### src/hdl/gl_params.svh
`ifndef GL_PARAMS_SVH
`define GL_PARAMS_SVH

////////////////////
// program memory
////////////////////

// words of instruction memory
`define GL_PROG_DEPTH 256

// program counter and host address width
`define GL_ADDR_W 8

`endif

### src/hdl/gl_pkg.sv
package gl_pkg;

    // register format opcodes, anything else is a no-op
    typedef enum logic [7:0] {
        OP_SET_COLOR  = 8'h01,
        OP_SET_VIEW_X = 8'h02,
        OP_SET_VIEW_Y = 8'h03,
        OP_VERTEX_X   = 8'h04,
        OP_VERTEX_Y   = 8'h05,   // emits the vertex
        OP_HALT       = 8'hFF
    } gl_opcode_e;

    // command kinds from decode to execute
    typedef enum logic [1:0] {
        CMD_LOAD   = 2'd0,   // one matrix element
        CMD_VERTEX = 2'd1,
        CMD_HALT   = 2'd2    // end of program marker
    } gl_cmd_kind_e;

    ////////////////////
    // instruction word
    ////////////////////

    // bit 31 picks the member, 0 for reg_fmt and 1 for mat_fmt
    typedef union packed {
        struct packed {
            logic        typ;
            logic [22:0] imm;
            logic [7:0]  opcode;
        } reg_fmt;
        struct packed {
            logic               typ;
            logic [1:0]         row;
            logic [1:0]         col;
            logic [2:0]         spare_hi;
            logic signed [15:0] value;
            logic [7:0]         spare_lo;
        } mat_fmt;
    } gl_inst_u;

endpackage

### src/hdl/gl_fetch.sv
`timescale 1ns/1ps
`include "gl_params.svh"

module gl_fetch import gl_pkg::*; (
    input  logic                  clk1,
    input  logic                  reset,
    input  logic                  start,
    input  logic                  done,
    input  logic                  stall,
    output logic                  busy,
    output logic [`GL_ADDR_W-1:0] raddr,
    input  logic [31:0]           rdata,
    output logic [31:0]           inst,
    output logic                  inst_valid
);

    logic [`GL_ADDR_W-1:0] pc;
    logic [`GL_ADDR_W-1:0] last_addr;   // address whose word sits in rdata
    logic                  running;     // still issuing addresses
    logic                  rd_valid;    // rdata holds a program word
    logic                  halt_word;

    // replay the held address so rdata survives a stall
    assign raddr = stall ? last_addr : pc;

    // register format with opcode FF
    assign halt_word = rd_valid && !rdata[31] && rdata[7:0] == OP_HALT;

    always_ff @(posedge clk1)
    begin
        if (reset)
        begin
            busy       <= 1'b0;
            running    <= 1'b0;
            rd_valid   <= 1'b0;
            inst_valid <= 1'b0;
            pc         <= '0;
        end
        else if (start && !busy)
        begin
            busy       <= 1'b1;
            running    <= 1'b1;
            rd_valid   <= 1'b0;
            inst_valid <= 1'b0;
            pc         <= '0;
        end
        else
        begin
            if (done)
                busy <= 1'b0;
            if (!stall)
            begin
                inst_valid <= rd_valid;
                if (halt_word)
                begin
                    running  <= 1'b0;   // drop the read in flight
                    rd_valid <= 1'b0;
                end
                else if (running)
                begin
                    pc       <= pc + 1'b1;
                    rd_valid <= 1'b1;
                end
                else
                    rd_valid <= 1'b0;
            end
        end
    end

    always_ff @(posedge clk1)
    begin
        last_addr <= raddr;
        if (!stall && rd_valid)
            inst <= rdata;
    end

endmodule

### config.mk
export PLATFORM = sky130hd
export DESIGN_NAME = gl_fetch
export DESIGN_NICKNAME = d
export VERILOG_FILES = /design/src/hdl/gl_pkg.sv /design/src/hdl/gl_fetch.sv
export VERILOG_INCLUDE_DIRS = /design/src /design/src/hdl
export SDC_FILE = /design/constraint.sdc
export NUM_CORES = 1
export LEC_CHECK = 0
export BUFFER_PORTS_ARGS = -buffer_cell sky130_fd_sc_hd__buf_4
export CORE_MARGIN = 3
export CORE_UTILIZATION = 30
export CTS_CLUSTER_SIZE = 10
export DETAILED_ROUTE_END_ITERATION = 10
export GPL_ROUTABILITY_DRIVEN = 0
export MAX_ROUTING_LAYER = met4
export PLACE_DENSITY_LB_ADDON = 0.3
export SLEW_MARGIN = 20
export SYNTH_ARGS = -nofsm -noshare
export SYNTH_HDL_FRONTEND = slang
export SYNTH_SLANG_ARGS = --single-unit
### constraint.sdc
create_clock -name clk1 -period 7.2 [get_ports clk1]
set_input_delay 1.44 -clock clk1 [delete_from_list [all_inputs] [get_ports clk1]]
set_output_delay 1.44 -clock clk1 [all_outputs]
set_load 0.005 [all_outputs]
### After elaboration in Yosys (flattened, before gate mapping)

Cells that the tools add are included.

* bits of input ports: 37
* register bits after elaboration: 52
* output and inout bits: 42
* logic and storage cells: 32

* reductions and logical operators: 12
* muxes and demuxes: 8
* equal/unequal tests: 2
* bitwise logic cells: 2
* add/sub/neg operators: 1

Operators by type and width (count)
* adder 8 x 1 -> 8 bit, second input constant: 1
* equality test 8 bit, second input constant: 1
* two-way mux 8 bit: 1
* two-way mux 1 bit: 7
* logical AND 1 bit: 4
* nonzero test 2 bit: 2
* zero test 1 bit: 3
* AND reduction 3 bit: 1
* inequality test 2 x 1 -> 1 bit, second input constant: 1
* inverter 1 bit: 2
* AND reduction 2 bit: 1
* OR reduction 2 bit: 1

### Depth between registers and ports, before layout

* depth after elaboration: 6
* gate-level depth with buffers: 5
* gate-level depth less buffers: 5

### Least setup slack after synthesis

OpenSTA, ideal clock, no wires.

* kind: input -> output
* from: input stall
* to: output raddr[0]
* arrival: 1.981 ns
* stages: 2
* required time: 5.760 ns
* path slack: 3.779 ns
* cells stage by stage: buf_2 > mux2_2

* longest elaborated chain between the ends: 1

RTL lines
* start: declaration: line gl_fetch.sv:9 `input logic stall,`
* two-way mux 8 bit: line gl_fetch.sv:24 `assign raddr = stall ? last_addr : pc;`
* end: declaration: line gl_fetch.sv:11 `` output logic [`GL_ADDR_W-1:0] raddr, ``

No other way between the ends.

### Final worst setup path

* from: input stall
* to: output raddr[3]

Same word-level chain as after synthesis.

==> metrics <==
worst hold path type=reg -> reg; Filler cells=531; PortBufs=78; Worst-Skew Late Latency=0.29 ns; Layout Nets=234; metal2 WL=1570 µm; CP most frequent cell=buf_4; slowest CP cell=mux2_2; Syn Inst Count=112; antenna violations before repair=0; Worst-path clk slew=0.08 ns; Resized Gates After CTS=0; Yosys reg bits=52; Switch Pwr=0.0000996 W; GRT Total Usage=10.9%; final setup TNS=0 ns; # setup viols final=0; sequential cell area fraction in the yosys report=75.6%; status=complete, no violations; met1 wire length=1570 µm; die footprint=6970 µm²; Antenna diodes=0; Syn Std Cell Area=1800 µm²; core area=5640 µm²; CTS tree=done; CP required=5.76 ns; power share of the clock group=34.8%; CTS buffer count=5; largest net degree at the start of global routing=28; initial DRC count=34; Yosys top cell area share=53.4%; crit path max fanout=14; DR vias=1202; hpwl dp=2790 µm; Inst Count DP=261; Reg power frac=59.4%; combinational share of power=5.8%; clock buffer depth=2; yosys warns=0; std cell rows=27; FMAX=280 MHz; clk root buf=clkbuf_8; RSZ-0062 raised after global routing=false; DIE HEIGHT=83.5 µm; CTS Hold Bufs=0; remaining global-route overflow=0; DRT antenna net count=0; Final Instance Count excl. Fillers=269; Worst Clk Skew=0.00380 ns; io pins=79; kind of critical path=in -> out; Fin Hold WS=0.479 ns; internal power=0.000441 W; nature of the critical path endpoint=primary output; drt wl/cell=13.4 µm; Slew HR=74.5%; CP top delay family=multiplexers; die width=83.5 µm; EDFF count, synth=32; Sw Ratio=18.4%; Synthesized Nets=150; highest routed layer=met4; asr flop ratio synth=0%; Main synth FF type=edfxtp_1; peak per-stage delay on the critical path=0.37 ns; Synth area leaders=edfxtp_1, dfxtp_1, mux2_2; Max Slew Vio Count=0; Initial Util=31.9%; Cell variety after synth=30; first-pass GRT wire length=5890 µm; final wirelength=3600 µm; area of the multi-input gates=433 µm²; worst vdd ir=0.0652 mV; Post-CTS Setup Repair Bufs=0; Final Core Density=45.8%; number of global-route vias before repair=1186; Startpoint Class=input port; Tcrit/Tclk final=49.6%; Vias/cell=4.47; critical path, cell by cell=buf_4, mux2_2, buf_4; H-tree levels=2; # DRC=0; WP buf/inv=2; Lkg Pwr=1.02 nW; Worst Max-Slew Pin Slew=0.380 ns; Met3 Routed Length=421 µm; fin crit period=3.57 ns; Yosys top cell by area=edfxtp_1; most common cell after layout, fill and taps aside=buf_4; power density over the cells=209 nW/µm²; area grow syn2layout=43.6%; synthesized area per cell=16.1 µm²; Worst Path Arrival=2.13 ns; Max-Cap Viols=0; clock sink total=52; leading cell types in the layout, fill and taps excluded=buf_4, edfxtp_1, dfxtp_1; Reg2Reg Setup Slack=5.76 ns; layout cells sized above 1=51.3%; Register Area=1360 µm²; Final Hold Viols=0; drt first pass iters=4
==> worst reg2reg max path, delay by kind of cell (launching register included) <==
kind / cells / cell delay, ns
simple gates: 1 / 0.36
buf+inv: 1 / 0.40
flops: 1 / 0.37
==> per-layer routing <==
layer	track usage (%)	vias up
li1	-	590
met2	16.1	66
met4	3.51	0
met5	-	-
met3	4.64	4
met1	13.7	542
==> cell families (layout without fill, tap and decap cells) <==
group / Yosys count / count (layout) / share of synthesized area, %
AOI/OAI and AO/OA: 19 / 19 / 7.44
DFF: 52 / 52 / 75.6
buffers and inverters: 2 / 87 / 0.486
adders and majority gates: 1 / 1 / 0.695
muxes: 8 / 8 / 5.00
and+or+nand+nor: 28 / 28 / 9.80
xor gates and xnor gates: 2 / 2 / 0.973
==> final timing paths <==
kind                                   start           end  cells after the start
worst max register to register      rd_valid      inst[23]                      2
worst max-delay path                   stall      raddr[3]                      3
worst min register to register  last_addr[6]  last_addr[6]                      1
worst min-delay path            last_addr[6]  last_addr[6]                      1
==> power groups by stage <==
stage          clock network [W]   logic [W]  registers (W)
5_1_grt                 0.000212   0.0000341       0.000322
3_5_place_dp                   0   0.0000318       0.000328
6_report                0.000188   0.0000312       0.000321
4_1_cts                 0.000200   0.0000320       0.000322
3_3_place_gp                   0   0.0000311       0.000328
2_1_floorplan                  0  0.00000853       0.000329
==> cell usage after synthesis, types with 2 or more instances <==
| master | count |
|---|---|
| edfxtp_1 | 32 |
| dfxtp_1 | 20 |
| mux2_2 | 8 |
| a21oi_1 | 7 |
| nor2_1 | 6 |
| o21ai_0 | 5 |
| nand2_1 | 4 |
| or3_1 | 4 |
| nand3_1 | 3 |
| nor2b_1 | 2 |
| xor2_1 | 2 |
==> sequential cells by signal (all words and copies together) (netlist names) <==
register	count
last_addr	8
running	1
rd_valid	1
busy	1
inst	32
inst_valid	1
pc	8
==> final cells by class <==
| class | count | area share [%] |
|---|---|---|
| Timing Repair Buffer | 79 | 22.9 |
| Clock buffer | 6 | 2.81 |
| Clock inverter | 2 | 1.36 |
| Tap cell | 72 | 3.48 |
| Multi-Input combinational cell | 58 | 16.7 |
| Sequential cell | 52 | 52.7 |
==> through the flow <==
| stage | power, W | area, µm² | setup slack [ns] |
|---|---|---|---|
| 3_3_place_gp | 0.000360 | 2480 | 3.63 |
| 3_5_place_dp | 0.000360 | 2480 | 3.62 |
| 4_1_cts | 0.000553 | 2580 | 3.62 |
| 6_report | 0.000541 | 2580 | 3.63 |
| 5_1_grt | 0.000568 | 2580 | 3.58 |
| 2_1_floorplan | 0.000337 | 1800 | 3.78 |
Power figures use the tool's default switching activity.
