--- src/hdl/gl_params.svh ---
`ifndef GL_PARAMS_SVH
`define GL_PARAMS_SVH

////////////////////
// program memory
////////////////////

// words of instruction memory
`define GL_PROG_DEPTH 256

// program counter and host address width
`define GL_ADDR_W 8

`endif

--- src/hdl/gl_pkg.sv ---
package gl_pkg;

    // register format opcodes, anything else is a no-op
    typedef enum logic [7:0] {
        OP_SET_COLOR  = 8'h01,
        OP_SET_VIEW_X = 8'h02,
        OP_SET_VIEW_Y = 8'h03,
        OP_VERTEX_X   = 8'h04,
        OP_VERTEX_Y   = 8'h05,   // emits the vertex
        OP_HALT       = 8'hFF
    } gl_opcode_e;

    // command kinds from decode to execute
    typedef enum logic [1:0] {
        CMD_LOAD   = 2'd0,   // one matrix element
        CMD_VERTEX = 2'd1,
        CMD_HALT   = 2'd2    // end of program marker
    } gl_cmd_kind_e;

    ////////////////////
    // instruction word
    ////////////////////

    // bit 31 picks the member, 0 for reg_fmt and 1 for mat_fmt
    typedef union packed {
        struct packed {
            logic        typ;
            logic [22:0] imm;
            logic [7:0]  opcode;
        } reg_fmt;
        struct packed {
            logic               typ;
            logic [1:0]         row;
            logic [1:0]         col;
            logic [2:0]         spare_hi;
            logic signed [15:0] value;
            logic [7:0]         spare_lo;
        } mat_fmt;
    } gl_inst_u;

endpackage

--- src/hdl/gl_if.sv ---
`timescale 1ns/1ps

// decode to execute, four-phase req/ack
interface gl_cmd_if import gl_pkg::*; (input logic clk1, input logic reset);
    logic               req;
    logic               ack;
    gl_cmd_kind_e       kind;
    logic [1:0]         row;
    logic [1:0]         col;
    logic signed [15:0] value;
    logic signed [15:0] x;
    logic signed [15:0] y;
    logic [15:0]        color;
    logic signed [15:0] view_x;
    logic signed [15:0] view_y;

    modport sender (output req, kind, row, col, value, x, y, color, view_x, view_y,
                    input ack);
    modport receiver (input req, kind, row, col, value, x, y, color, view_x, view_y,
                      output ack);

    // payload frozen for the whole req phase
    assert property (@(posedge clk1) disable iff (reset)
        req |=> !req || $stable({kind, row, col, value, x, y, color, view_x, view_y}))
        else $error("gl_cmd_if payload changed under req");
    assert property (@(posedge clk1) disable iff (reset) req && !ack |=> req)
        else $error("gl_cmd_if req dropped before ack");
endinterface


--- src/hdl/gl_decode.sv ---
`timescale 1ns/1ps

module gl_decode import gl_pkg::*; (
    input  logic        clk1,
    input  logic        reset,
    input  logic [31:0] inst,
    input  logic        inst_valid,
    output logic        stall,
    gl_cmd_if.sender    cmd
);

    localparam logic [1:0] S_IDLE = 2'd0;
    localparam logic [1:0] S_REQ  = 2'd1;   // req high, waiting for ack
    localparam logic [1:0] S_DROP = 2'd2;   // req low, waiting for ack low

    gl_inst_u           word;
    gl_opcode_e         opcode;
    logic [1:0]         state;
    logic               is_mat;
    logic               is_cmd;
    logic signed [15:0] imm16;
    logic [15:0]        color_q;
    logic signed [15:0] view_x_q;
    logic signed [15:0] view_y_q;
    logic signed [15:0] pend_x;     // x waiting for VERTEX_Y

    assign word   = inst;
    assign is_mat = word.mat_fmt.typ;
    assign opcode = gl_opcode_e'(word.reg_fmt.opcode);
    assign imm16  = word.reg_fmt.imm[15:0];
    assign is_cmd = is_mat || opcode == OP_VERTEX_Y || opcode == OP_HALT;

    ////////////////////
    // command payload
    ////////////////////

    // inst holds during stall, so these stay put under req
    always_comb
    begin
        if (is_mat)
            cmd.kind = CMD_LOAD;
        else if (opcode == OP_HALT)
            cmd.kind = CMD_HALT;
        else
            cmd.kind = CMD_VERTEX;
    end

    assign cmd.row    = word.mat_fmt.row;
    assign cmd.col    = word.mat_fmt.col;
    assign cmd.value  = word.mat_fmt.value;
    assign cmd.x      = pend_x;
    assign cmd.y      = imm16;
    assign cmd.color  = color_q;
    assign cmd.view_x = view_x_q;
    assign cmd.view_y = view_y_q;

    // released in the cycle ack is seen low again
    always_comb
    begin
        case (state)
            S_IDLE:  stall = inst_valid && is_cmd;
            S_REQ:   stall = 1'b1;
            default: stall = cmd.ack;
        endcase
    end

    always_ff @(posedge clk1)
    begin
        if (reset)
        begin
            state    <= S_IDLE;
            cmd.req  <= 1'b0;
            color_q  <= '0;
            view_x_q <= '0;
            view_y_q <= '0;
            pend_x   <= '0;
        end
        else
        begin
            case (state)
                S_IDLE:
                    if (inst_valid && is_cmd)
                    begin
                        cmd.req <= 1'b1;
                        state   <= S_REQ;
                    end
                    else if (inst_valid)
                    begin
                        case (opcode)   // absorbed in one cycle
                            OP_SET_COLOR:  color_q  <= word.reg_fmt.imm[15:0];
                            OP_SET_VIEW_X: view_x_q <= imm16;
                            OP_SET_VIEW_Y: view_y_q <= imm16;
                            OP_VERTEX_X:   pend_x   <= imm16;
                            default: ;
                        endcase
                    end
                S_REQ:
                    if (cmd.ack)
                    begin
                        cmd.req <= 1'b0;
                        state   <= S_DROP;
                    end
                default:
                    if (!cmd.ack)
                        state <= S_IDLE;
            endcase
        end
    end

    // fetch must freeze its output while decode stalls
    assert property (@(posedge clk1) disable iff (reset) stall |=> !$rose(inst_valid))
        else $error("new instruction presented during stall");

endmodule

--- src/flat_wrapper.sv ---
// flat-port wrapper written by rule: the top's interface ports become plain ports
module gl_decode_flat import gl_pkg::*;
  (clk1, reset, inst, inst_valid, stall, cmd_req, cmd_kind, cmd_row, cmd_col, cmd_value, cmd_x, cmd_y, cmd_color, cmd_view_x, cmd_view_y, cmd_ack);
  gl_cmd_if cmd_i (.clk1(clk1), .reset(reset));
  input  logic clk1;
  input  logic reset;
  input  logic [31:0] inst;
  input  logic inst_valid;
  output logic stall;
  output wire logic [$bits(cmd_i.req)-1:0] cmd_req;
  output wire logic [$bits(cmd_i.kind)-1:0] cmd_kind;
  output wire logic [$bits(cmd_i.row)-1:0] cmd_row;
  output wire logic [$bits(cmd_i.col)-1:0] cmd_col;
  output wire logic [$bits(cmd_i.value)-1:0] cmd_value;
  output wire logic [$bits(cmd_i.x)-1:0] cmd_x;
  output wire logic [$bits(cmd_i.y)-1:0] cmd_y;
  output wire logic [$bits(cmd_i.color)-1:0] cmd_color;
  output wire logic [$bits(cmd_i.view_x)-1:0] cmd_view_x;
  output wire logic [$bits(cmd_i.view_y)-1:0] cmd_view_y;
  input wire logic [$bits(cmd_i.ack)-1:0] cmd_ack;
  assign cmd_req = cmd_i.req;
  assign cmd_kind = cmd_i.kind;
  assign cmd_row = cmd_i.row;
  assign cmd_col = cmd_i.col;
  assign cmd_value = cmd_i.value;
  assign cmd_x = cmd_i.x;
  assign cmd_y = cmd_i.y;
  assign cmd_color = cmd_i.color;
  assign cmd_view_x = cmd_i.view_x;
  assign cmd_view_y = cmd_i.view_y;
  assign cmd_i.ack = cmd_ack;
  gl_decode u_core (.clk1(clk1), .reset(reset), .inst(inst), .inst_valid(inst_valid), .stall(stall), .cmd(cmd_i));
endmodule
--- config.mk ---
export PLATFORM = sky130hd
export DESIGN_NAME = gl_decode_flat
export DESIGN_NICKNAME = d
export VERILOG_FILES = /design/src/hdl/gl_params.svh /design/src/hdl/gl_pkg.sv /design/src/hdl/gl_if.sv /design/src/hdl/gl_decode.sv /design/src/flat_wrapper.sv
export SDC_FILE = /design/constraint.sdc
export NUM_CORES = 1
export LEC_CHECK = 0
export BUFFER_PORTS_ARGS = -buffer_cell sky130_fd_sc_hd__buf_2
export CORE_MARGIN = 5
export CORE_UTILIZATION = 47
export DETAILED_ROUTE_END_ITERATION = 7
export PLACE_DENSITY = 0.78
export SLEW_MARGIN = 10
export SYNTH_ARGS = -nofsm -noshare
export SYNTH_HDL_FRONTEND = slang
export SYNTH_SLANG_ARGS = --single-unit
--- constraint.sdc ---
create_clock -name clk1 -period 1.6 [get_ports clk1]
set_input_delay 0.24 -clock clk1 [delete_from_list [all_inputs] [get_ports clk1]]
set_output_delay 0.24 -clock clk1 [all_outputs]
set_load 0.02 [all_outputs]
# Word level (Yosys, flattened, before mapping)
# Cells that the tools add are included.
dict set report totals {
  ramBits 0
  wordCells 38
  reg_bits 67
  input_bits 36
  memories 0
  romBits 0
  out_inout_bits 104
  latchBits 0
}
dict set report op_classes {
  mux 10
  reduce_logical 11
  bitwise 1
  n_div 0
  multipliers 0
  add_sub_neg 0
  magnitude_cmp 0
  n_shift 0
  eq_ne 10
}
# op count
set op_table {}
lappend op_table {{8-bit by 2-bit equality test with 1-bit output, second input constant} 2}
lappend op_table {{8-bit by 3-bit equality test with 1-bit output, second input constant} 2}
lappend op_table {{4-bit AND reduction} 4}
lappend op_table {{2-bit 2-to-1 mux} 5}
lappend op_table {{8-bit by 1-bit equality test with 1-bit output, second input constant} 1}
lappend op_table {{8-bit equality test, second input constant} 1}
lappend op_table {{3-bit AND reduction} 2}
lappend op_table {{1-bit one-hot mux with 2 select lines} 2}
lappend op_table {{2-bit one-hot mux with 2 select lines} 1}
lappend op_table {{3-bit by 1-bit != test with 1-bit output, second input constant} 1}
lappend op_table {{2-bit by 1-bit equality test with 1-bit output, second input constant} 1}
lappend op_table {{2-bit logical NOT} 1}
lappend op_table {{1-bit logical OR} 2}
lappend op_table {{1-bit 2-to-1 mux} 2}
lappend op_table {{2-bit by 1-bit != test with 1-bit output, second input constant} 1}
lappend op_table {{2-bit != test, second input constant} 1}
lappend op_table {{2-bit nonzero test} 1}
lappend op_table {{1-bit logical AND} 1}
lappend op_table {{1-bit NOT} 1}

# Longest topological paths before layout
dict set report logic_depth {
  depth_word 6
  depth_mapped 8
  mapped_depth_nobuf 5
}

# Least setup slack after synthesis
# Ideal clock, no wire load.
dict set report synth_path {
  kind {in2out}
  startpoint {input port inst[5]}
  endpoint {output port stall}
  arrival_time_ns 1.452
  slack_ns -0.092
  stages 4
  required_time_ns 1.360
  cell_sequence {or4_2 nor2_1 o21ai_0 a21oi_1}
}
dict set report synth_via {
  elab_chain_cells 5
  elab_cells_between_ends 6
  classes_between {eq/ne: 2; mux: 1; reduce/logical: 3}
}
# element line_no
set synth_rtl {}
lappend synth_rtl {{from (decl)} flat_wrapper.sv:7} ;# input logic [31:0] inst;
lappend synth_rtl {{8-bit by 3-bit equality test with 1-bit output} gl_decode.sv:31} ;# assign is_cmd = is_mat || opcode == OP_VERTEX_Y || opcode == OP_HALT;
lappend synth_rtl {{1-bit logical OR} gl_decode.sv:31}
lappend synth_rtl {{1-bit logical OR (*)} gl_decode.sv:31}
lappend synth_rtl {{1-bit logical AND (*)} gl_decode.sv:61} ;# S_IDLE: stall = inst_valid && is_cmd;
lappend synth_rtl {{1-bit one-hot mux with 2 select lines (*)} gl_decode.sv:60} ;# case (state)
lappend synth_rtl {{to (decl)} flat_wrapper.sv:9} ;# output logic stall;
# Mark *: on every way between the ends. The rest lies on a longest branch, timed or not.

# Final worst setup path
dict set report layout_path {
  startpoint {input port inst[7]}
  endpoint {output port stall}
}
# Same word-level chain as after synthesis.

==> impl_metrics.tcl <==
set metrics [dict create \
    status "finished, final reports clean" \
    cts.sinks 67 \
    ir_worst_vdd_uv 730 \
    max_stage_delay_ns 0.54 \
    crit_type "primary input to output pin" \
    cts_htree_levels 3 \
    crit_start "inst[7]" \
    synth_top_area_share_pct 43.2 \
    hp-start "cmd_ack" \
    drt_iter0_drc 193 \
    path_clk_slew_ns 0.08 \
    fmax_mhz 639 \
    synth-seq-area-share_pct 43.2 \
    final_layout_size_suffix_gt1_share_pct 38.6 \
    fin_crit_sh_pct 97.8 \
    cts_buffers 9 \
    synthCells 364 \
    antennaDiodeCount 0 \
    fp.dieW_um 91.3 \
    drt_pass1_iterations 4 \
    cts_buffer_depth 2 \
    r2r-start "u_core.state[0]" \
    setup_ws_ns 0.0352 \
    critPathLaunchType "primary input" \
    hold_buffers 0 \
    r2r_setup_slack_ns 0.10 \
    routedWlPerCell_um 16.9 \
    max_cap_viol_count 0 \
    final-seq-area_um2 1340 \
    worstPathCellList "buf_6, or4_4, nor2_4, o21ai_2, a21oi_2, buf_6" \
    yosys.area.top_type "dfxtp_1" \
    io_pins 140 \
    vias_per_cell 5.67 \
    area_growth_syn_to_layout_pct 23.6 \
    critPathCaptureType "output pin" \
    antenna_found_initial 0 \
    synth.area.top_cells "dfxtp_1 43%, a21oi_1 11%, o21ai_0 10%, nand3_1 9.7%, buf_4 9.2%" \
    synth_edf_count 0 \
    setup_violations 0 \
    r2r_cells 5 \
    dieHeight_um 91.3 \
    n_fill_cell 578 \
    fin_crit_ns 1.56 \
    fin_hold_ws_ns 0.197 \
    avgSynthCellArea_um2 8.52 \
    place_congestion 0.798 \
    initial_utilization_pct 48.6 \
    grt_pass1_wl_um 13900 \
    hpwl_um 6210 \
    tightest_slew_ns 0.442 \
    grt_max_degree 68 \
    routed_wl_um 9050 \
    nets 490 \
    min_path_cells 2 \
    drc 0 \
    post-place-cells 519 \
    power.density_nw_per_um2 909 \
    ant_nets 0 \
    p_leak_nw 1.58 \
    netlist_area_um2 3100 \
    yosysWarnings 0 \
    cp_max_fo 2 \
    globalRouteOverflowTotal 0 \
    root_buffer "clkbuf_8" \
    synth_cell_types 29 \
    place_area_um2 3590 \
    grt_usage_pct 20.4 \
    arrival_ns 1.32 \
    synthArstFlopShare_pct 0 \
    syn_nets 400 \
    final_area_um2 3830 \
    multi_input_area_um2 1270 \
    detailedPlace.worstSlack_ns -0.162 \
    cp.required_ns 1.36 \
    p_total_w 0.00349 \
    reg2reg_to "u_core.cmd.view_y[10]" \
    hold_end "u_core.state[1]" \
    die-area_um2 8330 \
    fin_skew_ns 0.00821 \
    fin_cells 536 \
    max_slew_margin_pct 70.1 \
    grt_pass1_vias 2790 \
    slew_viol_final 0 \
    cts_tree "built" \
    hold_viol 0 \
    clk_latency_ns 0.34 \
    std_cell_rows 29 \
    synth_ff_type "dfxtp_1" \
    synth_seq_cells 67 \
    via_count 3038 \
    core_area_um2 6390 \
    critical_path.slowest_cell "or4_4" \
    cpMostUsedCell "buf_6" \
    io_buffers 128 \
    min_path_type "primary input to register" \
]
worst max-delay path: cells and delay by family:
family,cells,cell delay (ns)
compound gates,2,0.22
buf+inv,2,0.22
simple gates,2,0.65
layout by cell type (no fill, tap or decap), drive strengths merged:
| cell type | netlist | routed |
|---|---|---|
| a21boi | 1 | 1 |
| a21oi | 67 | 67 |
| a31oi | 1 | 1 |
| and4 | 4 | 4 |
| buf | 52 | 149 |
| bufinv | 0 | 1 |
| clkbuf | 18 | 11 |
| clkinv | 0 | 1 |
| clkinvlp | 0 | 1 |
| dfxtp | 67 | 67 |
| inv | 1 | 3 |
| nand2 | 1 | 1 |
| nand3 | 65 | 65 |
| nand4 | 6 | 6 |
| nand4bb | 1 | 1 |
| nor2 | 3 | 3 |
| nor2b | 1 | 1 |
| nor3 | 1 | 1 |
| nor3b | 2 | 2 |
| nor4 | 1 | 1 |
| nor4b | 3 | 3 |
| nor4bb | 1 | 1 |
| o211ai | 1 | 1 |
| o21ai | 65 | 65 |
| o21bai | 1 | 1 |
| or4 | 1 | 1 |
worst max-delay path by stage:
stage	end	slack [ns]	cells after the start
6_report	stall	0.04	6
5_1_grt	u_core.cmd.view_x[0]	-0.02	5
4_1_cts	stall	0.0003	6
3_5_place_dp	stall	-0.16	6
3_3_place_gp	stall	-0.15	6
2_1_floorplan	stall	0.02	4
what timing repair did:
action,in CTS,in global routing
gates cloned,0,0
gates resized for setup,4,8
endpoints found under the setup margin,1,65
buffers inserted,0,1
pin swaps,3,6
registers in the layout, indices dropped and copies added, names as in the netlist:
signal and flops:
u_core.state 2, u_core.cmd.color 16, u_core.cmd.view_y 16, u_core.cmd.x 16
u_core.cmd.view_x 16, u_core.cmd.req 1
synthesized netlist by cell type, drive strengths merged (2+ instances only):
cell and instances:
and4 4, dfxtp 67, buf 52, nor4b 3
a21oi 67, nand4 6, nand3 65, nor3b 2
clkbuf 18, nor2 3, o21ai 65
report_power, final:
group          switching [W]  leakage [nW]  internal, W
logic               0.000244         0.938     0.000121
registers         0.00000636         0.540      0.00167
clock network       0.000674         0.100     0.000772
logic make-up after synthesis:
family	Yosys count	share of synthesized area, %
AOI/OAI and AO/OA	136	22.3
and+or+nand+nor	90	17.6
buffers and inverters	71	16.8
DFF	67	43.2
layer usage:
metal	vias up	track usage [%]	part of all wire, %
met4	0	9.17	2.0
met5	-	0	0
met1	1433	25.9	40
li1	1456	-	-
met3	12	6.69	11
met2	137	31.6	47
area by class of cell:
cell class / instances / share of cell area (%)
clock buffers: 11 / 3.69
multi-input cells: 226 / 33.1
clock inverters: 5 / 1.57
flip-flops and latches: 67 / 35.0
repair buffers: 149 / 24.0
well taps: 77 / 2.51
inverters: 1 / 0.0979
per-stage QoR:
step / util [%] / setup TNS, ns
after floorplan: - / 0
after CTS: 59.5 / 0
after detailed placement: 56.2 / -3.33
after global routing: 60.1 / -0.0917
after global placement: 56.2 / -0.711
final: 60.1 / 0
(Power assumes the default switching activity.)
