[src/hdl/gl_params.svh]
`ifndef GL_PARAMS_SVH
`define GL_PARAMS_SVH

////////////////////
// program memory
////////////////////

// words of instruction memory
`define GL_PROG_DEPTH 256

// program counter and host address width
`define GL_ADDR_W 8

`endif

[src/hdl/gl_pkg.sv]
package gl_pkg;

    // register format opcodes, anything else is a no-op
    typedef enum logic [7:0] {
        OP_SET_COLOR  = 8'h01,
        OP_SET_VIEW_X = 8'h02,
        OP_SET_VIEW_Y = 8'h03,
        OP_VERTEX_X   = 8'h04,
        OP_VERTEX_Y   = 8'h05,   // emits the vertex
        OP_HALT       = 8'hFF
    } gl_opcode_e;

    // command kinds from decode to execute
    typedef enum logic [1:0] {
        CMD_LOAD   = 2'd0,   // one matrix element
        CMD_VERTEX = 2'd1,
        CMD_HALT   = 2'd2    // end of program marker
    } gl_cmd_kind_e;

    ////////////////////
    // instruction word
    ////////////////////

    // bit 31 picks the member, 0 for reg_fmt and 1 for mat_fmt
    typedef union packed {
        struct packed {
            logic        typ;
            logic [22:0] imm;
            logic [7:0]  opcode;
        } reg_fmt;
        struct packed {
            logic               typ;
            logic [1:0]         row;
            logic [1:0]         col;
            logic [2:0]         spare_hi;
            logic signed [15:0] value;
            logic [7:0]         spare_lo;
        } mat_fmt;
    } gl_inst_u;

endpackage

[src/hdl/gl_if.sv]
`timescale 1ns/1ps

// decode to execute, four-phase req/ack
interface gl_cmd_if import gl_pkg::*; (input logic clk1, input logic reset);
    logic               req;
    logic               ack;
    gl_cmd_kind_e       kind;
    logic [1:0]         row;
    logic [1:0]         col;
    logic signed [15:0] value;
    logic signed [15:0] x;
    logic signed [15:0] y;
    logic [15:0]        color;
    logic signed [15:0] view_x;
    logic signed [15:0] view_y;

    modport sender (output req, kind, row, col, value, x, y, color, view_x, view_y,
                    input ack);
    modport receiver (input req, kind, row, col, value, x, y, color, view_x, view_y,
                      output ack);

    // payload frozen for the whole req phase
    assert property (@(posedge clk1) disable iff (reset)
        req |=> !req || $stable({kind, row, col, value, x, y, color, view_x, view_y}))
        else $error("gl_cmd_if payload changed under req");
    assert property (@(posedge clk1) disable iff (reset) req && !ack |=> req)
        else $error("gl_cmd_if req dropped before ack");
endinterface

// execute to result, same protocol
interface gl_vtx_if (input logic clk1, input logic reset);
    logic               req;
    logic               ack;
    logic               last;
    logic signed [31:0] tx;
    logic signed [31:0] ty;
    logic [15:0]        color;
    logic signed [15:0] view_x;
    logic signed [15:0] view_y;

    modport sender (output req, last, tx, ty, color, view_x, view_y, input ack);
    modport receiver (input req, last, tx, ty, color, view_x, view_y, output ack);

    assert property (@(posedge clk1) disable iff (reset)
        req |=> !req || $stable({last, tx, ty, color, view_x, view_y}))
        else $error("gl_vtx_if payload changed under req");
    assert property (@(posedge clk1) disable iff (reset) req && !ack |=> req)
        else $error("gl_vtx_if req dropped before ack");
endinterface

[src/hdl/gl_execute.sv]
`timescale 1ns/1ps

module gl_execute import gl_pkg::*; (
    input  logic       clk1,
    input  logic       reset,
    gl_cmd_if.receiver cmd,
    gl_vtx_if.sender   vtx
);

    logic signed [15:0] m [2][3];       // 2x3 affine matrix, column 2 is translation
    logic signed [15:0] x_q;
    logic signed [15:0] y_q;
    logic signed [31:0] prod [2][2];
    logic signed [31:0] sum [2];
    logic               p0_valid;       // x_q and y_q loaded
    logic               p1_valid;       // products loaded
    logic               accept;

    // one command at a time, vertex path must be empty
    assign accept = cmd.req && !cmd.ack && !p0_valid && !p1_valid && !vtx.req && !vtx.ack;

    ////////////////////
    // control and matrix
    ////////////////////

    always_ff @(posedge clk1)
    begin
        if (reset)
        begin
            cmd.ack  <= 1'b0;
            vtx.req  <= 1'b0;
            vtx.last <= 1'b0;
            p0_valid <= 1'b0;
            p1_valid <= 1'b0;
            for (int r = 0; r < 2; r++)
            begin
                for (int c = 0; c < 3; c++)
                begin
                    m[r][c] <= (r == c) ? 16'sd1 : 16'sd0;  // identity
                end
            end
        end
        else
        begin
            p0_valid <= 1'b0;
            p1_valid <= p0_valid;
            if (accept)
            begin
                cmd.ack  <= 1'b1;
                vtx.last <= (cmd.kind == CMD_HALT);
                case (cmd.kind)
                    CMD_LOAD:
                        if (cmd.row < 2'd2 && cmd.col < 2'd3)   // else dropped, still acked
                            m[cmd.row[0]][cmd.col] <= cmd.value;
                    CMD_VERTEX: p0_valid <= 1'b1;
                    CMD_HALT:   vtx.req  <= 1'b1;   // marker skips the datapath
                    default: ;
                endcase
            end
            else if (cmd.ack && !cmd.req)
                cmd.ack <= 1'b0;

            if (p1_valid)
                vtx.req <= 1'b1;    // sums land on this edge too
            else if (vtx.req && vtx.ack)
                vtx.req <= 1'b0;
        end
    end

    ////////////////////
    // transform datapath
    ////////////////////

    always_ff @(posedge clk1)
    begin
        if (accept)
        begin
            x_q        <= cmd.x;
            y_q        <= cmd.y;
            vtx.color  <= cmd.color;
            vtx.view_x <= cmd.view_x;
            vtx.view_y <= cmd.view_y;
        end
        for (int r = 0; r < 2; r++)
        begin
            if (p0_valid)
            begin
                prod[r][0] <= m[r][0] * x_q;    // signed 16x16
                prod[r][1] <= m[r][1] * y_q;
            end
            if (p1_valid)
                sum[r] <= prod[r][0] + prod[r][1] + m[r][2];   // wraps at 32 bits
        end
    end

    assign vtx.tx = sum[0];
    assign vtx.ty = sum[1];

endmodule

[src/flat_wrapper.sv]
// flat-port wrapper written by rule: the top's interface ports become plain ports
module gl_execute_flat import gl_pkg::*;
  (clk1, reset, cmd_req, cmd_kind, cmd_row, cmd_col, cmd_value, cmd_x, cmd_y, cmd_color, cmd_view_x, cmd_view_y, cmd_ack, vtx_req, vtx_last, vtx_tx, vtx_ty, vtx_color, vtx_view_x, vtx_view_y, vtx_ack);
  gl_cmd_if cmd_i (.clk1(clk1), .reset(reset));
  gl_vtx_if vtx_i (.clk1(clk1), .reset(reset));
  input  logic clk1;
  input  logic reset;
  input wire logic [$bits(cmd_i.req)-1:0] cmd_req;
  input wire logic [$bits(cmd_i.kind)-1:0] cmd_kind;
  input wire logic [$bits(cmd_i.row)-1:0] cmd_row;
  input wire logic [$bits(cmd_i.col)-1:0] cmd_col;
  input wire logic [$bits(cmd_i.value)-1:0] cmd_value;
  input wire logic [$bits(cmd_i.x)-1:0] cmd_x;
  input wire logic [$bits(cmd_i.y)-1:0] cmd_y;
  input wire logic [$bits(cmd_i.color)-1:0] cmd_color;
  input wire logic [$bits(cmd_i.view_x)-1:0] cmd_view_x;
  input wire logic [$bits(cmd_i.view_y)-1:0] cmd_view_y;
  output wire logic [$bits(cmd_i.ack)-1:0] cmd_ack;
  output wire logic [$bits(vtx_i.req)-1:0] vtx_req;
  output wire logic [$bits(vtx_i.last)-1:0] vtx_last;
  output wire logic [$bits(vtx_i.tx)-1:0] vtx_tx;
  output wire logic [$bits(vtx_i.ty)-1:0] vtx_ty;
  output wire logic [$bits(vtx_i.color)-1:0] vtx_color;
  output wire logic [$bits(vtx_i.view_x)-1:0] vtx_view_x;
  output wire logic [$bits(vtx_i.view_y)-1:0] vtx_view_y;
  input wire logic [$bits(vtx_i.ack)-1:0] vtx_ack;
  assign cmd_i.req = cmd_req;
  assign cmd_i.kind = cmd_kind;
  assign cmd_i.row = cmd_row;
  assign cmd_i.col = cmd_col;
  assign cmd_i.value = cmd_value;
  assign cmd_i.x = cmd_x;
  assign cmd_i.y = cmd_y;
  assign cmd_i.color = cmd_color;
  assign cmd_i.view_x = cmd_view_x;
  assign cmd_i.view_y = cmd_view_y;
  assign cmd_ack = cmd_i.ack;
  assign vtx_req = vtx_i.req;
  assign vtx_last = vtx_i.last;
  assign vtx_tx = vtx_i.tx;
  assign vtx_ty = vtx_i.ty;
  assign vtx_color = vtx_i.color;
  assign vtx_view_x = vtx_i.view_x;
  assign vtx_view_y = vtx_i.view_y;
  assign vtx_i.ack = vtx_ack;
  gl_execute u_core (.clk1(clk1), .reset(reset), .cmd(cmd_i), .vtx(vtx_i));
endmodule
[config.mk]
export PLATFORM = sky130hd
export DESIGN_NAME = gl_execute_flat
export DESIGN_NICKNAME = d
export VERILOG_FILES = /design/src/hdl/gl_params.svh /design/src/hdl/gl_pkg.sv /design/src/hdl/gl_if.sv /design/src/hdl/gl_execute.sv /design/src/flat_wrapper.sv
export SDC_FILE = /design/constraint.sdc
export NUM_CORES = 2
export LEC_CHECK = 0
export BUFFER_PORTS_ARGS = -buffer_cell sky130_fd_sc_hd__buf_2
export CAP_MARGIN = 20
export CORE_ASPECT_RATIO = 2
export CORE_MARGIN = 10
export CORE_UTILIZATION = 30
export CTS_CLUSTER_SIZE = 16
export DETAILED_ROUTE_END_ITERATION = 10
export MAX_ROUTING_LAYER = met4
export PLACE_DENSITY = 0.45
export SETUP_SLACK_MARGIN = 0.02
export SLEW_MARGIN = 20
export SYNTH_ARGS = -nofsm -noshare
export SYNTH_HDL_FRONTEND = slang
export SYNTH_SLANG_ARGS = --single-unit
[constraint.sdc]
create_clock -name clk1 -period 12.3 [get_ports clk1]
set_input_delay 0.615 -clock clk1 [delete_from_list [all_inputs] [get_ports clk1]]
set_output_delay 0.615 -clock clk1 [all_outputs]
set_load 0.005 [all_outputs]
After elaboration in Yosys (flattened, before gate mapping). Memory sizes are Yosys's and may differ from the RTL's. Index checks and enable logic that the tools add are counted.

Memory bits (writable): 288. Output and inout port bits: 115. Register bits after elaboration: 85. Memories: 3. Bits of input ports: 106. Word-level logic and storage cells: 74.

Memory list: u_core.prod (depth 2, bits a word 64, rd ports 2, clocked after Yosys merged registers in 0, write ports 2, line gl_execute.sv:13) `logic signed [31:0] prod [2][2];`; u_core.m (depth 2, bits a word 48, rd ports 2, clocked after Yosys merged registers in 0, write ports 2, line gl_execute.sv:10) `logic signed [15:0] m [2][3];`; u_core.sum (depth 2, bits a word 32, rd ports 2, clocked after Yosys merged registers in 0, write ports 2, line gl_execute.sv:14) `logic signed [31:0] sum [2];`.

$lt $le $gt $ge: 4. Bitwise operators: 2. Add/subtract/negate cells: 4. Reductions and logical operators: 22. Equal/unequal tests: 2. Mux-type cells: 23. Multiply operators: 4.

Operators with widths (count): 2-to-1 mux 48 bit (3); multiplier 16 x 16 -> 32 bit (4); adder 32 x 16 -> 32 bit (2); adder 32 bit (2); OR reduction 48 bit (1); demux 16 bit (select 2 bit) (1); 2-to-1 mux 1 bit (18); 2-to-1 mux 16 bit (1); logical AND 1 bit (9); zero test 1 bit (6); nonzero test 3 bit (2); less-than comparator 2 bit (second input constant) (2); greater-or-equal comparator 3 bit (second input constant) (1); less-than comparator 3 x 1 -> 1 bit (second input constant) (1); NOT 2 -> 3 bit (1); == test 2 x 1 -> 1 bit (second input constant) (1); == test 2 bit (second input constant) (1); zero test 2 bit (1); AND reduction 2 bit (1); nonzero test 2 bit (1); OR reduction 2 bit (1); NOT 1 bit (1).

Depth between registers and ports, before layout.
Word-level depth: 11. Gate-level depth with buffers: 24. Mapped depth without buffers: 22.

Worst setup path after synthesis. OpenSTA, ideal clock, no wires.

Kind: flip-flop to flip-flop. Start point: reg u_core.p0_valid. End point: reg u_core.p0_valid. Buffers on the path: 0. Arrival: 8809 ps. Stages on the path, launching flop included: 4. Path slack: 3398 ps. Period minus slack after synthesis: 8902 ps. Setup time: 92 ps. Data required time: 12208 ps. Cell sequence: dfxtp_1 or4b_1 nor3_1 and3_1.

Cells in the longest elaborated chain, start to end: 7.

RTL lines: start: declaration (line gl_execute.sv:15) `logic p0_valid;`; start signal: assignment (line gl_execute.sv:33) `p0_valid <= 1'b0;`; start signal: assignment (line gl_execute.sv:45) `p0_valid <= 1'b0;`; start signal: assignment (line gl_execute.sv:55) `CMD_VERTEX: p0_valid <= 1'b1;`; zero test 1 bit (line gl_execute.sv:20) `assign accept = cmd.req && !cmd.ack && !p0_valid && !p1_valid && !vtx.req && !vtx.ack;`; logical AND 1 bit (4 in a row) (line gl_execute.sv:20); via u_core.accept (line gl_execute.sv:17) `logic accept;`; NOT 1 bit (no source line); OR reduction 2 bit (no source line).

The timed path passes the listed nets, and every way through them passes these cells. A chain may end at the register's enable or synchronous reset.

==> reports/summary.md <==
The tool flagged a number of max-cap violations equal to 0. After synthesis, the share of flip-flops with an asynchronous set or reset is 0%. For met3 alone, demand over resource in global routing was 2.24%. In the global route stage, met1 resource usage came out at 16.7%. The floorplan step defined a die boundary enclosing 204,000 um2.

The highest cell delay on the worst timing path is 0.60 ns. The number of port buffers works out to 220. The synthesized area divided by synthesized cell count came out at 10.4 um2.

TritonCTS built the clock tree. The time the worst path needs with I/O delays and setup is 6.94 ns. The critical path goes through inv_1 > buf_4 > nor2_1 > fa_1 > fa_1 > fa_1 > fa_1 > fa_1 > inv_1 > fa_1 > inv_1 > ha_1 > a21o_1 > a21oi_1 > o21ai_0 > a221oi_1 > o31ai_2 > a2111oi_2 > o21bai_1 > a21oi_1 > xnor2_1.

After legalization and detailed placement, the total HPWL measured 141 mm. The later pin in the worst-skew pair is clocked with a latency of 0.67 ns. Across all layers, the routed design uses 37,300 vias.

The highest-utilization routing layer at the global route stage is met2. Number of top-level pins: 221. The most common cell type on the critical path is sky130_fd_sc_hd__fa_1. After detailed placement, the total cell area comes to 59,500 um2. For this configuration, the core starts out at a cell density of 30.1%. Summing every instance area after synthesis gives 55,600 um2.

The register bit total from synthesis is 373, and the ratio of final minimum period to clock period is 56.4%. The count of pins over their slew limit is 0. The type of origin of the critical path is a flip-flop. The sequential cells in the finished layout cover a total of 11,200 um2.

The buffer levels on the longest clock path was 3; the maximum net fanout on the critical path was 13. The logs give 28.1% for the headroom to the max-slew limit and 9 for the number of detailed-routing iterations run before antenna repair. Entering global routing, the biggest net connects 79 pins. The tools report the critical path capture point type as a flip-flop. At the worst endpoint, the required time is 12.67 ns. Summed over all layers, the routed wires come to 173 mm.

Global routing consumed, over all layers together, 17.8% of the routing resources. The global-route wire length before repair came out at 261 mm. The die is 324 um wide. The maximum VDD drop was 0.269 mV. Yosys printed 0 warnings.

The number of filler cells placed in the layout was 19,000; the standby leakage power was 28.7 nW. The category of the critical setup timing path was reg2reg. In this run, synthesis inferred 368 flip-flops with an integrated enable.

For the signal arrival time at the worst endpoint, the log shows 7.31 ns. The number of instances in the synthesized netlist was 5,348. The number of buffers created by CTS is 43. The run gives 39,200 um2 as the area of the multi-input gates. The net count of the mapped netlist came out at 6,954.

Setup fix buffers added after clock tree synthesis: 0. The cell count of the worst reg-to-reg path is 21, and the number of distinct library cell variants in the gate-level netlist after synthesis is 90. After clock tree synthesis, the repair step resized 0 gates.

The worst clock skew is 0.0495 ns. The worst hold path belongs to the class in2reg. The share of post-route cells with drive strength above 1 was 7.09%; the total power divided by cell area was 275 nW/um2.

The tools report the CTS root buffer as sky130_fd_sc_hd__clkbuf_16. In the routed design, unresolved DRC markers number 0. The total area inside the core boundary comes to 184,000 um2. The average wire per standard cell works out to 21.6 um. Setup total negative slack on the finished layout was measured at 0 ns. The number of antenna violations at the first check in global routing was 19; the area growth from synthesis to layout was 9.85%. The slowest cell on the critical path is sky130_fd_sc_hd__fa_1.

Total congestion overflow: 0. With fillers left out, the area of the finished cells amounts to 61,000 um2. The post-cts hold buffer count is 0. Setup repair after global routing left no endpoint under its margin. Using the TritonRoute via totals, the vias-per-cell ratio works out to 4.66. The final-report setup violation count was 0; the number of global-route vias before repair was 43,000. The global routing usage on met2 is 34.5%, and the cell row count is 223. The slew at the pin closest to its max-slew limit works out to 1.08 ns. Measured along the y axis, the die boundary spans 629 um. The hold violation count in the final report is 0. The completed layout was analyzed and its total power is 16.8 mW. The top flip-flop cell by instance count after synthesis is sky130_fd_sc_hd__edfxtp_1.

The worst hold path cell count is 1, and the fraction of the core area covered by cells at the end of the flow is 33.1%. The detail route stage leaves a number of antenna-violating nets equal to 0. Once placement completed, the tool counted placed cells totaling 7,909.

In the final design database the tool counted 7,085 nets. The congestion estimate from routability-driven global placement came to 0.862. The first routing iteration left 1,617 violations. The clock-pin slew on the worst setup and hold paths came out at 0.07 ns.

The logs give 144 MHz for the highest achievable clock rate and 20.1% for the sequential element share of the synthesized area. For the number of sinks handled by clock tree synthesis, the log shows 373. For the number of levels the H-tree was split into, the log shows 2. The flow ran to the end, and the final reports show no timing, DRC or antenna violations. The final non-filler cell total came out at 8,008.
-- final cells by class --
| type | count | share of cell area [%] |
|---|---|---|
| clock buffers | 46 | 1.78 |
| repair buffers | 266 | 2.42 |
| inverters | 1216 | 7.48 |
| flip-flops and latches | 373 | 18.3 |
| multi-input cells | 3579 | 64.2 |
| well taps | 2475 | 5.07 |
| clock inverters | 34 | 0.701 |
| diodes | 19 | 0.0779 |
-- final timing paths --
kind	startpoint	endpoint	slack [ns]
setup reg to reg	u_core.y_q[15]	u_core.prod[1][31]	5.36
hold / removal	cmd_y[9]	u_core.y_q[9]	0.12
hold reg to reg	u_core.vtx.last	u_core.vtx.last	0.48
setup / recovery	u_core.y_q[15]	u_core.prod[1][31]	5.36
-- state kept, by name, summed over array words and instances, names as in the netlist, 16 cells and up --
name,count
u_core.m,96
u_core.prod,128
u_core.sum,64
u_core.vtx.color,16
u_core.vtx.view_x,16
u_core.vtx.view_y,16
u_core.x_q,16
u_core.y_q,16
-- through the flow --
stage                     hold slack [ns]  worst slack [ns]
after floorplan                     0.463              3.40
after global placement              0.459              5.10
after detailed placement            0.475              5.36
after CTS                          0.0434              5.37
after global routing               0.0759              5.04
final                               0.121              5.36
-- logic make-up after synthesis --
logic type / Yosys count / synth area share [%]
adders and majority gates: 1500 / 48.8
DFF: 373 / 20.1
buffers and inverters: 1396 / 9.44
muxes: 1 / 0.0180
xor gates and xnor gates: 187 / 2.95
AOI/OAI and AO/OA: 466 / 5.88
and+or+nand+nor: 1425 / 12.8
-- routing by layer --
layer  vias to the layer above  wire [um]
met2                       752      99700
met5                         -          0
li1                      16600          -
met4                         0      10200
met1                     19600      56200
met3                       330       6470
-- power breakdown --
| part | total (mW) | internal, mW | switching (mW) |
|---|---|---|---|
| sequential | 2.25 | 2.14 | 0.114 |
| combinational | 13.1 | 5.42 | 7.66 |
| clock | 1.43 | 0.806 | 0.628 |
| total | 16.8 | 8.36 | 8.40 |
-- cell usage after synthesis, drive strengths merged (33+ instances only) --
cell type	count	area share [%]
inv	1216	8.2
fa	1112	40
nand2	550	3.7
and2	504	5.7
ha	388	8.7
edfxtp	368	20
clkbuf	172	1.2
nor2	171	1.2
xnor2	151	2.4
a21oi	133	1.2
o21ai	88	0.82
a21o	62	0.84
and3	45	0.51
nand2b	37	0.42
xor2	36	0.57
nand3	33	0.31
-- layout by cell type, fill, tap and decap left out, types with 17 or more instances in the layout --
master,Yosys,layout
sky130_fd_sc_hd__o21ai_0,67,67
sky130_fd_sc_hd__clkbuf_16,0,43
sky130_fd_sc_hd__a21oi_1,128,128
sky130_fd_sc_hd__xnor2_1,151,151
sky130_fd_sc_hd__nor2_1,171,171
sky130_fd_sc_hd__edfxtp_1,368,368
sky130_fd_sc_hd__o21ai_1,17,17
sky130_fd_sc_hd__nor3_1,18,17
sky130_fd_sc_hd__nand2_1,550,550
sky130_fd_sc_hd__o21a_1,26,26
sky130_fd_sc_hd__o21bai_1,27,27
sky130_fd_sc_hd__and3_1,45,45
sky130_fd_sc_hd__buf_4,0,43
sky130_fd_sc_hd__nand3_1,32,32
sky130_fd_sc_hd__nand2b_1,37,37
sky130_fd_sc_hd__xor2_1,36,36
sky130_fd_sc_hd__fa_1,1112,1112
sky130_fd_sc_hd__ha_1,388,388
sky130_fd_sc_hd__inv_1,1216,1216
sky130_fd_sc_hd__buf_2,4,220
sky130_fd_sc_hd__a21o_1,62,62
sky130_fd_sc_hd__diode_2,0,19
sky130_fd_sc_hd__and2_1,504,504
-- critical path, delay by kind of cell (launching register included) --
kind / cells / cell delay [ns]
AOI/OAI and AO/OA: 8 / 1.68
DFF: 1 / 0.56
buffers and inverters: 4 / 0.96
and+or+nand+nor: 1 / 0.09
xor gates and xnor gates: 1 / 0.08
adders and majority gates: 7 / 3.32
Note: power is estimated with default switching activity, not from simulation.
